--- src/uart_pkg.sv ---
`default_nettype none

package uart_pkg;

  // payload byte on the serial line
  typedef logic [7:0] byte_t;

  // register address inside the remote device
  typedef logic [6:0] addr_t;

  typedef struct packed {
    logic  rw;
    addr_t addr;
    byte_t data;
  } cmd_t;

  typedef struct packed {
    byte_t data;
    logic  parity_err;
  } rd_resp_t;

  typedef enum logic [1:0] {
    seq_idle,
    seq_send_addr,
    seq_send_data,
    seq_wait_resp
  } seq_state_t;

  typedef enum logic [2:0] {
    rx_idle,
    rx_start,
    rx_data,
    rx_parity,
    rx_stop
  } rx_state_t;

endpackage

`default_nettype wire

--- src/cmd_queue.sv ---
`default_nettype none

module cmd_queue import uart_pkg::*; #(
  parameter int CMD_DEPTH = 4
) (
  input  wire  clk,
  input  wire  rst_n,
  input  wire  cmd_vld,
  input  cmd_t cmd_in,
  input  wire  q_pop,
  output cmd_t q_cmd,
  output logic q_valid,
  output logic cmd_credit
);

  localparam int PTR_W = $clog2(CMD_DEPTH);

  cmd_t             mem [CMD_DEPTH];
  logic [PTR_W-1:0] wr_ptr;
  logic [PTR_W-1:0] rd_ptr;
  logic [PTR_W:0]   count;
  logic             do_pop;

  // host holds credits, so a push never finds the queue full
  assign do_pop  = q_pop && q_valid;
  assign q_valid = (count != '0);
  assign q_cmd   = mem[rd_ptr];

  always_ff @(posedge clk) begin
    if (cmd_vld) begin
      mem[wr_ptr] <= cmd_in;
    end
  end

  always_ff @(posedge clk or negedge rst_n) begin
    if (!rst_n) begin
      wr_ptr     <= '0;
      rd_ptr     <= '0;
      count      <= '0;
      cmd_credit <= 1'b0;
    end else begin
      if (cmd_vld) begin
        wr_ptr <= wr_ptr + 1'b1;
      end
      if (do_pop) begin
        rd_ptr <= rd_ptr + 1'b1;
      end
      count      <= count + (PTR_W+1)'(cmd_vld) - (PTR_W+1)'(do_pop);
      // one credit back per freed entry
      cmd_credit <= do_pop;
    end
  end

endmodule

`default_nettype wire

--- src/cmd_sequencer.sv ---
`default_nettype none

module cmd_sequencer import uart_pkg::*; (
  input  wire      clk,
  input  wire      rst_n,
  input  cmd_t     q_cmd,
  input  wire      q_valid,
  output logic     q_pop,
  output byte_t    tx_byte,
  output logic     tx_start,
  input  wire      tx_busy,
  input  wire      rx_valid,
  input  rd_resp_t rx_resp,
  output logic     read_vld,
  output rd_resp_t read_resp
);

  seq_state_t state;
  cmd_t       cmd_r;
  logic       tx_busy_d;
  logic       tx_done;

  // first idle cycle after a frame
  assign tx_done = tx_busy_d && !tx_busy;

  always_ff @(posedge clk) begin
    if (state == seq_idle && q_valid) begin
      cmd_r <= q_cmd;
    end
  end

  always_ff @(posedge clk or negedge rst_n) begin
    if (!rst_n) begin
      tx_busy_d <= 1'b0;
    end else begin
      tx_busy_d <= tx_busy;
    end
  end

  always_ff @(posedge clk or negedge rst_n) begin
    if (!rst_n) begin
      state    <= seq_idle;
      q_pop    <= 1'b0;
      tx_start <= 1'b0;
      read_vld <= 1'b0;
    end else begin
      q_pop    <= 1'b0;
      tx_start <= 1'b0;
      read_vld <= 1'b0;
      case (state)
        seq_idle: begin
          // a frame just requested has not raised tx_busy yet
          if (q_valid && !tx_busy && !tx_start) begin
            q_pop <= 1'b1;
            state <= seq_send_addr;
          end
        end
        seq_send_addr: begin
          tx_start <= 1'b1;
          tx_byte  <= {cmd_r.rw, cmd_r.addr};
          state    <= cmd_r.rw ? seq_wait_resp : seq_send_data;
        end
        seq_send_data: begin
          if (tx_done) begin
            tx_start <= 1'b1;
            tx_byte  <= cmd_r.data;
            state    <= seq_idle;
          end
        end
        default: begin
          // only a frame received here belongs to the read
          if (rx_valid) begin
            read_vld  <= 1'b1;
            read_resp <= rx_resp;
            state     <= seq_idle;
          end
        end
      endcase
    end
  end

endmodule

`default_nettype wire

--- src/uart_cmd_bridge.sv ---
`default_nettype none

module uart_cmd_bridge import uart_pkg::*; #(
  parameter int CLKS_PER_BIT = 8,
  parameter int CMD_DEPTH    = 4,
  parameter bit PARITY_CHECK = 1'b1
) (
  input  wire      clk,
  input  wire      rst_n,
  input  wire      cmd_vld,
  input  cmd_t     cmd_in,
  output logic     cmd_credit,
  input  wire      rx,
  output logic     tx,
  output logic     read_vld,
  output rd_resp_t read_resp
);

  cmd_t     q_cmd;
  logic     q_valid;
  logic     q_pop;
  byte_t    tx_byte;
  logic     tx_start;
  logic     tx_busy;
  logic     rx_valid;
  rd_resp_t rx_resp;

  cmd_queue #(
    .CMD_DEPTH (CMD_DEPTH)
  ) u_cmd_queue (
    .clk        (clk),
    .rst_n      (rst_n),
    .cmd_vld    (cmd_vld),
    .cmd_in     (cmd_in),
    .q_pop      (q_pop),
    .q_cmd      (q_cmd),
    .q_valid    (q_valid),
    .cmd_credit (cmd_credit)
  );

  cmd_sequencer u_cmd_sequencer (
    .clk       (clk),
    .rst_n     (rst_n),
    .q_cmd     (q_cmd),
    .q_valid   (q_valid),
    .q_pop     (q_pop),
    .tx_byte   (tx_byte),
    .tx_start  (tx_start),
    .tx_busy   (tx_busy),
    .rx_valid  (rx_valid),
    .rx_resp   (rx_resp),
    .read_vld  (read_vld),
    .read_resp (read_resp)
  );

  uart_tx_framer #(
    .CLKS_PER_BIT (CLKS_PER_BIT)
  ) u_uart_tx_framer (
    .clk      (clk),
    .rst_n    (rst_n),
    .tx_start (tx_start),
    .tx_byte  (tx_byte),
    .tx_busy  (tx_busy),
    .tx       (tx)
  );

  uart_rx_deframer #(
    .CLKS_PER_BIT (CLKS_PER_BIT),
    .PARITY_CHECK (PARITY_CHECK)
  ) u_uart_rx_deframer (
    .clk      (clk),
    .rst_n    (rst_n),
    .rx       (rx),
    .rx_valid (rx_valid),
    .rx_resp  (rx_resp)
  );

endmodule

`default_nettype wire

--- src/uart_rx_deframer.sv ---
`default_nettype none

module uart_rx_deframer import uart_pkg::*; #(
  parameter int CLKS_PER_BIT = 8,
  parameter bit PARITY_CHECK = 1'b1
) (
  input  wire      clk,
  input  wire      rst_n,
  input  wire      rx,
  output logic     rx_valid,
  output rd_resp_t rx_resp
);

  localparam int CNT_W = $clog2(CLKS_PER_BIT);

  rx_state_t        state;
  logic             rx_meta;
  logic             rx_sync;
  logic             rx_prev;
  logic [CNT_W-1:0] clk_cnt;
  logic [2:0]       bit_idx;
  byte_t            data_sh;
  logic             par_bit;
  logic             half_end;
  logic             bit_end;
  logic             bad_parity;

  assign half_end   = (clk_cnt == CNT_W'(CLKS_PER_BIT / 2 - 1));
  assign bit_end    = (clk_cnt == CNT_W'(CLKS_PER_BIT - 1));
  // nine bits must hold an odd number of ones
  assign bad_parity = PARITY_CHECK && !(^{par_bit, data_sh});

  always_ff @(posedge clk or negedge rst_n) begin
    if (!rst_n) begin
      rx_meta <= 1'b1;
      rx_sync <= 1'b1;
      rx_prev <= 1'b1;
    end else begin
      rx_meta <= rx;
      rx_sync <= rx_meta;
      rx_prev <= rx_sync;
    end
  end

  always_ff @(posedge clk or negedge rst_n) begin
    if (!rst_n) begin
      state    <= rx_idle;
      clk_cnt  <= '0;
      bit_idx  <= '0;
      rx_valid <= 1'b0;
    end else begin
      rx_valid <= 1'b0;
      clk_cnt  <= clk_cnt + 1'b1;
      case (state)
        rx_idle: begin
          clk_cnt <= '0;
          if (rx_prev && !rx_sync) begin
            state <= rx_start;
          end
        end
        rx_start: begin
          if (half_end) begin
            clk_cnt <= '0;
            bit_idx <= '0;
            // glitch shorter than half a bit is ignored
            state   <= rx_sync ? rx_idle : rx_data;
          end
        end
        rx_data: begin
          if (bit_end) begin
            clk_cnt <= '0;
            data_sh <= {rx_sync, data_sh[7:1]};
            bit_idx <= bit_idx + 1'b1;
            if (bit_idx == 3'd7) begin
              state <= rx_parity;
            end
          end
        end
        rx_parity: begin
          if (bit_end) begin
            clk_cnt <= '0;
            par_bit <= rx_sync;
            state   <= rx_stop;
          end
        end
        default: begin
          if (bit_end) begin
            rx_valid           <= 1'b1;
            rx_resp.data       <= data_sh;
            rx_resp.parity_err <= bad_parity || !rx_sync;
            state              <= rx_idle;
          end
        end
      endcase
    end
  end

endmodule

`default_nettype wire

--- src/uart_tx_framer.sv ---
`default_nettype none

module uart_tx_framer import uart_pkg::*; #(
  parameter int CLKS_PER_BIT = 8
) (
  input  wire   clk,
  input  wire   rst_n,
  input  wire   tx_start,
  input  byte_t tx_byte,
  output logic  tx_busy,
  output logic  tx
);

  localparam int CNT_W = $clog2(CLKS_PER_BIT);

  logic [10:0]      sh_reg;
  logic [CNT_W-1:0] clk_cnt;
  logic [3:0]       bit_cnt;
  logic             bit_end;

  assign bit_end = (clk_cnt == CNT_W'(CLKS_PER_BIT - 1));

  // line follows the low end of the shift register
  assign tx = sh_reg[0];

  always_ff @(posedge clk or negedge rst_n) begin
    if (!rst_n) begin
      sh_reg  <= '1;
      clk_cnt <= '0;
      bit_cnt <= '0;
      tx_busy <= 1'b0;
    end else if (!tx_busy) begin
      if (tx_start) begin
        // stop, odd parity, data lsb first, start
        sh_reg  <= {1'b1, ~^tx_byte, tx_byte, 1'b0};
        clk_cnt <= '0;
        bit_cnt <= '0;
        tx_busy <= 1'b1;
      end
    end else if (bit_end) begin
      clk_cnt <= '0;
      sh_reg  <= {1'b1, sh_reg[10:1]};
      if (bit_cnt == 4'd10) begin
        tx_busy <= 1'b0;
      end else begin
        bit_cnt <= bit_cnt + 1'b1;
      end
    end else begin
      clk_cnt <= clk_cnt + 1'b1;
    end
  end

endmodule

`default_nettype wire
--- config.mk ---
export PLATFORM = sky130hd
export DESIGN_NAME = uart_cmd_bridge
export DESIGN_NICKNAME = d
export VERILOG_FILES = /design/src/uart_pkg.sv /design/src/cmd_queue.sv /design/src/cmd_sequencer.sv /design/src/uart_cmd_bridge.sv /design/src/uart_rx_deframer.sv /design/src/uart_tx_framer.sv
export SDC_FILE = /design/constraint.sdc
export NUM_CORES = 1
export LEC_CHECK = 0
export CELL_PAD_IN_SITES_DETAIL_PLACEMENT = 1
export CELL_PAD_IN_SITES_GLOBAL_PLACEMENT = 2
export CORE_MARGIN = 2
export CORE_UTILIZATION = 49
export CTS_BUF_LIST = sky130_fd_sc_hd__clkbuf_2 sky130_fd_sc_hd__clkbuf_4 sky130_fd_sc_hd__clkbuf_8
export DETAILED_ROUTE_END_ITERATION = 10
export DONT_BUFFER_PORTS = 1
export GPL_TIMING_DRIVEN = 0
export MAX_ROUTING_LAYER = met4
export PLACE_DENSITY = 0.81
export REMOVE_ABC_BUFFERS = 1
export SYNTH_ARGS = -nofsm -noshare
export SYNTH_HDL_FRONTEND = slang
export SYNTH_HIERARCHICAL = 1
export SYNTH_SLANG_ARGS = --single-unit
--- constraint.sdc ---
create_clock -name clk -period 5.4 [get_ports clk]
set_clock_uncertainty 0.2 [all_clocks]
set_input_delay 0.54 -clock clk [delete_from_list [all_inputs] [get_ports clk]]
set_output_delay 0.54 -clock clk [all_outputs]
set_load 0.005 [all_outputs]
Word level (Yosys, flattened, before mapping)
Memories as Yosys holds them, arrays and structs flattened. A register that Yosys moved wholly into a read port is not among the register bits.
Index checks and enable logic that the tools add are counted.
{"block": "word_totals", "mem_bits_ro": 0, "memories": 1, "ff_bits": 81, "latch_bits": 0, "wordCells": 136, "ramBits": 64}
{"block": "classes", "mul": 0, "addsub": 8, "bitwise": 2, "order_cmp": 0, "div": 0, "n_reduce_logical": 34, "eq_ne": 19, "n_shift": 0, "n_mux": 45}
{"memory": "u_cmd_queue.mem", "depth": 4, "word_bits": 16, "rd": 1, "rd_ports_with_merged_regs": 1, "wr": 1, "line_no": "cmd_queue.sv:18", "rtl": "cmd_t mem [CMD_DEPTH];"}
{"op": "$mux W3", "count": 13}
{"op": "$mux W11", "count": 3}
{"op": "$reduce_and A3 Y1", "count": 8}
{"op": "$mux W4", "count": 4}
{"op": "$pmux W8 S2", "count": 1}
{"op": "$mux W1", "count": 14}
{"op": "$ne A2 B1 Y1 const B", "count": 6}
{"op": "$pmux W3 S4", "count": 1}
{"op": "$add A3 B1 Y3 const B", "count": 3}
{"op": "$eq A3 B2 Y1 const B", "count": 3}
{"op": "$eq A3 B3 Y1 const B", "count": 3}
{"op": "$pmux W3 S3", "count": 1}
{"op": "$reduce_xor A9 Y1", "count": 1}
{"op": "$mux W2", "count": 4}
{"op": "$mux W8", "count": 1}
{"op": "$reduce_xnor A8 Y1", "count": 1}
{"op": "$logic_and A1 B1 Y1", "count": 6}
{"op": "$ne A2 B2 Y1 const B", "count": 3}
{"op": "$pmux W2 S3", "count": 1}
{"op": "$pmux W3 S2", "count": 1}
{"op": "$reduce_and A6 Y1", "count": 1}
{"op": "$reduce_bool A2 Y1", "count": 3}
{"op": "$reduce_bool A3 Y1", "count": 2}
{"op": "$add A2 B1 Y2 const B", "count": 2}
{"op": "18 further kinds", "count": 22}

Depth between registers and ports, before layout
{"block": "depth", "word_depth": 5, "depth_mapped": 6, "depth_no_buf": 6}

Modules after synthesis
Netlist, hierarchy kept.
{"mod": "cmd_queue", "instances": 1, "area_per_inst_um2": 2772.7, "cells_per_inst": 119}
{"mod": "cmd_sequencer", "instances": 1, "area_per_inst_um2": 1431.4, "cells_per_inst": 73}
{"mod": "uart_rx_deframer", "instances": 1, "area_per_inst_um2": 1346.3, "cells_per_inst": 94}
{"mod": "uart_tx_framer", "instances": 1, "area_per_inst_um2": 1059.8, "cells_per_inst": 103}

Least setup slack after synthesis
OpenSTA, ideal clock, no wires.
{"block": "synth_timing", "path_kind": "reg-to-reg", "startpoint": "register u_uart_rx_deframer.clk_cnt[0]", "endpoint": "register u_uart_rx_deframer.data_sh[0] (enable)", "setup_slack_ns": 3.314, "path_stages_with_launch": 5, "period_less_slack_ns": 2.086, "n_path_buf": 0, "arrival_time_ns": 1.501, "setup_time_ns": 0.385, "cell_sequence": "dfrtp_1 -> ha_1 -> ha_1 -> nand3_1 -> nor3b_1"}
{"block": "synth_between", "elab_chain_cells": 2}
{"element": "start, declared", "line_no": "uart_rx_deframer.sv:20", "rtl": "logic [CNT_W-1:0] clk_cnt;"}
{"element": "start signal, assigned", "line_no": "uart_rx_deframer.sv:53", "rtl": "clk_cnt <= clk_cnt + 1'b1;"}
{"element": "$eq A3 B3 Y1", "line_no": "uart_rx_deframer.sv:29", "rtl": "assign bit_end = (clk_cnt == CNT_W'(CLKS_PER_BIT - 1));"}
{"element": "$reduce_and A3 Y1 (no line)"}
{"element": "end signal, assigned", "line_no": "uart_rx_deframer.sv:72", "rtl": "data_sh <= {rx_sync, data_sh[7:1]};"}
{"element": "end, declared", "line_no": "uart_rx_deframer.sv:22", "rtl": "byte_t data_sh;"}
No other way between the ends.
A chain may end at the register's enable or synchronous reset.

Worst setup path in the final report
Same ends and word-level chain as after synthesis.

==> metrics.txt <==
# TYPE chip_impl_metric gauge
chip_impl_info{name="run_status",value="finished clean"} 1
chip_impl_metric{name="io_pins",unit=""} 32
chip_impl_info{name="ys.flop_type",value="edfxtp_1"} 1
chip_impl_metric{name="routed_wire_length_per_instance",unit="um"} 18.0
chip_impl_info{name="critical_path.endpoint",value="u_uart_rx_deframer/data_sh[0]$_DFFE_PP_"} 1
chip_impl_metric{name="clock_period_minus_final_worst_setup_slack",unit="ns"} 2.49
chip_impl_metric{name="achievable-frequency",unit="MHz"} 402
chip_impl_metric{name="drv.max_cap_violation_count",unit=""} 0
chip_impl_metric{name="globalplace.congestion",unit=""} 0.690
chip_impl_metric{name="final_cells",unit=""} 601
chip_impl_metric{name="initial_antenna_violation_count",unit=""} 0
chip_impl_info{name="clk_root_buffer_cell",value="clkbuf_8"} 1
chip_impl_metric{name="async_flop_share",unit=""} 0.281
chip_impl_metric{name="maxSlewHeadroom",unit=""} 0.244
chip_impl_metric{name="floorplan.core_area",unit="sq um"} 13200
chip_impl_metric{name="layout.area.seq",unit="sq um"} 4600
chip_impl_metric{name="antenna_cells",unit=""} 0
chip_impl_metric{name="insertion_delay",unit="ns"} 0.44
chip_impl_info{name="worstSetupStartpoint",value="u_uart_rx_deframer/clk_cnt[0]$_DFF_PN0_"} 1
chip_impl_metric{name="num_vias",unit=""} 3185
chip_impl_info{name="worstReg2RegStart",value="u_uart_rx_deframer/clk_cnt[0]$_DFF_PN0_"} 1
chip_impl_info{name="critical_path.most_common_cell",value="ha_1"} 1
chip_impl_metric{name="timing.reg2reg.setup_slack",unit="ns"} 2.91
chip_impl_metric{name="vias_in_the_first_global_route",unit=""} 3504
chip_impl_metric{name="floorplan.die.width",unit="um"} 120
chip_impl_metric{name="syn_avg_cell_area",unit="sq um"} 17.0
chip_impl_metric{name="sequential_to_total_area_share_from_yosys_stat",unit=""} 0.695
chip_impl_metric{name="final_antenna_net_count",unit=""} 0
chip_impl_metric{name="crit_cells",unit=""} 4
chip_impl_metric{name="seq_cells_post_synth",unit=""} 160
chip_impl_metric{name="clkSinkCount",unit=""} 160
chip_impl_metric{name="drt_pre_antenna_iters",unit=""} 4
chip_impl_metric{name="drt-initial-drc-count",unit=""} 142
chip_impl_metric{name="postCtsSetupBuffers",unit=""} 0
chip_impl_info{name="setup_repair_after_global_routing_missed_its_margin",value="no"} 1
chip_impl_metric{name="path_max_fanout",unit=""} 8
chip_impl_metric{name="global_route_wire_length_before_repair",unit="um"} 18100
chip_impl_metric{name="crit_path_max_incr_delay",unit="ns"} 0.92
chip_impl_metric{name="grt_remaining_overflow",unit=""} 0
chip_impl_metric{name="cts_resized",unit=""} 0
chip_impl_metric{name="grtUsageTotal",unit=""} 0.173
chip_impl_metric{name="static-leakage-power",unit="nW"} 2.65
chip_impl_info{name="r2r_end",value="u_uart_rx_deframer/data_sh[0]$_DFFE_PP_"} 1
chip_impl_metric{name="final-max-slew-violation-count",unit=""} 0
chip_impl_info{name="layout_commonest_cell",value="edfxtp_1"} 1
chip_impl_info{name="timing.critical_path.cells",value="ha_1 -> ha_1 -> nand3_1 -> nor3b_1"} 1
chip_impl_metric{name="final.period_utilization",unit=""} 0.460
chip_impl_metric{name="timing.critical_path.arrival",unit="ns"} 2.35
chip_impl_metric{name="detailed_placement_hpwl",unit="um"} 6780
chip_impl_metric{name="die_area",unit="sq um"} 14400
chip_impl_metric{name="remaining_drc_errors",unit=""} 0
chip_impl_metric{name="synth_enable_flop_cells",unit=""} 115
chip_impl_metric{name="totalWireLength",unit="um"} 10800
chip_impl_info{name="cp_slowest_cell",value="nor3b_1"} 1
chip_impl_metric{name="cts_hold_buf",unit=""} 20
chip_impl_metric{name="worst_slew_pin_slew",unit="ns"} 1.13
chip_impl_info{name="final_cell_mix",value="edfxtp_1, dfrtp_1, ha_1, dlygate4sd3_1"} 1
chip_impl_info{name="tritoncts",value="built"} 1
chip_impl_metric{name="fin_tns_setup",unit="ns"} 0
chip_impl_metric{name="total_power",unit="mW"} 3.10
chip_impl_metric{name="floorplan.rows",unit=""} 42
chip_impl_metric{name="synthCells",unit=""} 389
chip_impl_metric{name="multi_input_area",unit="sq um"} 1840
chip_impl_metric{name="areaGrowthSynthToFinish",unit="%"} 11.2
chip_impl_metric{name="post_route_cells_drive_above_1_share",unit=""} 0.167
chip_impl_metric{name="fillCellCount",unit=""} 1209
chip_impl_info{name="criticalPathCategory",value="flip-flop to flip-flop"} 1
chip_impl_metric{name="number_of_flip_flops_in_the_largest_register",unit=""} 64
chip_impl_metric{name="htree_num_levels",unit=""} 4
chip_impl_metric{name="numPortBuffers",unit=""} 0
chip_impl_metric{name="synth.cell_area",unit="sq um"} 6610
chip_impl_info{name="critPathLaunchType",value="flip-flop"} 1
chip_impl_info{name="min_path_type",value="input pin to flip-flop"} 1
chip_impl_metric{name="vias_per_cell",unit=""} 5.30
chip_impl_metric{name="floorplan.initialDensity",unit=""} 0.501
chip_impl_info{name="worstSetupEndpointType",value="flip-flop"} 1
chip_impl_metric{name="dpl.cell_count",unit=""} 549
chip_impl_metric{name="irDropWorstVdd",unit="mV"} 0.335
chip_impl_metric{name="synth.distinct_cells",unit=""} 52
chip_impl_metric{name="setup_viol",unit=""} 0
chip_impl_metric{name="crit_required",unit="ns"} 5.26
chip_impl_metric{name="worst-path-buf-inv",unit=""} 0
chip_impl_metric{name="die_y",unit="um"} 120
chip_impl_metric{name="power-per-cell-area",unit="nW/um^2"} 422
chip_impl_metric{name="number_of_nets_in_the_layout",unit=""} 456
chip_impl_metric{name="cts_max_path_buffers",unit=""} 2
chip_impl_metric{name="grt_max_degree",unit=""} 46
chip_impl_metric{name="clkTransAtPathRegs",unit="ns"} 0.08
chip_impl_metric{name="reg2regPathDepth",unit=""} 4
chip_impl_metric{name="cts-buffers-inserted",unit=""} 17
chip_impl_metric{name="finalHoldViolations",unit=""} 0
chip_impl_info{name="path_delay_family",value="simple AND/OR/NAND/NOR gates"} 1
chip_impl_metric{name="yosys_warnings",unit=""} 6
[kinds of logic after synthesis]
group / share of synthesized area
AO/OA/AOI/OAI: 0.0526
XOR/XNOR: 0.0280
adder cells (fa/ha/maj): 0.0466
buffers and inverters: 0.0263
flip-flops: 0.695
multiplexers: 0.0963
AND/OR/NAND/NOR: 0.0549
[synth_stat cells, types with 7 or more instances]
| master | n | share of area |
|---|---|---|
| mux4_2 | 8 | 0.027 |
| dfstp_2 | 13 | 0.052 |
| a211oi_1 | 8 | 0.0091 |
| mux4_1 | 8 | 0.032 |
| xnor2_1 | 10 | 0.013 |
| ha_1 | 23 | 0.044 |
| and2_1 | 7 | 0.0066 |
| mux2_2 | 12 | 0.020 |
| edfxtp_1 | 115 | 0.52 |
| o21ai_0 | 12 | 0.0091 |
| mux2i_1 | 10 | 0.015 |
| nand2_1 | 15 | 0.0085 |
| inv_1 | 17 | 0.0097 |
| a21oi_1 | 14 | 0.011 |
| nor2b_1 | 12 | 0.011 |
| dfrtp_1 | 32 | 0.12 |
[per-stage QoR]
step / utilization / worst slack, ns / hold WS [ns] / area, sq um
4_1_cts: 0.557 / 2.90 / 0.00781 / 7350
3_5_place_dp: 0.509 / 2.93 / 0.0460 / 6720
5_1_grt: 0.557 / 2.63 / 0.00433 / 7350
6_report: 0.557 / 2.91 / 0.0415 / 7350
2_1_floorplan: - / 3.31 / 0.0444 / 6500
3_3_place_gp: 0.509 / 2.95 / 0.0455 / 6720
[worst register-to-register path, stage by stage, from the launching register on]
cell and delay [ns]:
dfrtp_1 0.38, ha_1 0.27, ha_1 0.22, nand3_1 0.12, nor3b_1 0.92
[layer usage]
layer,vias up,part of all wire,global-route usage
met1,1614,0.45,0.207
li1,1512,-,-
met5,-,0,-
met4,0,0.014,0.0581
met2,48,0.51,0.279
met3,11,0.032,0.0547
[report_power, final]
part	internal (mW)	switching, mW	leakage [nW]
combinational	0.220	0.259	0.847
clock	0.435	0.469	0.215
sequential	1.58	0.135	1.59
[layout make-up]
| class | instances | area share |
|---|---|---|
| clock buffer | 18 | 0.0329 |
| clock inverter | 14 | 0.0232 |
| inverter | 17 | 0.00868 |
| multi-input combinational | 196 | 0.250 |
| sequential | 160 | 0.625 |
| tap | 176 | 0.0300 |
| timing repair buffer | 20 | 0.0296 |
[worst min-delay path by stage]
stage | startpoint | to | slack [ns] | depth (start not counted)
4_1_cts | cmd_vld | u_cmd_queue/count[0]$_DFF_PN0_ | 0.008 | 1
6_report | cmd_vld | u_cmd_queue/count[0]$_DFF_PN0_ | 0.04 | 1
3_3_place_gp | rst_n | u_uart_tx_framer/bit_cnt[2]$_DFFE_PN0P_ | 0.05 | 0
5_1_grt | cmd_vld | u_cmd_queue/count[0]$_DFF_PN0_ | 0.004 | 1
3_5_place_dp | rst_n | u_uart_tx_framer/bit_cnt[2]$_DFFE_PN0P_ | 0.05 | 0
2_1_floorplan | rst_n | u_cmd_queue/cmd_credit$_DFF_PN0_ | 0.04 | 0
No activity file was read; power rests on OpenSTA's default activity.
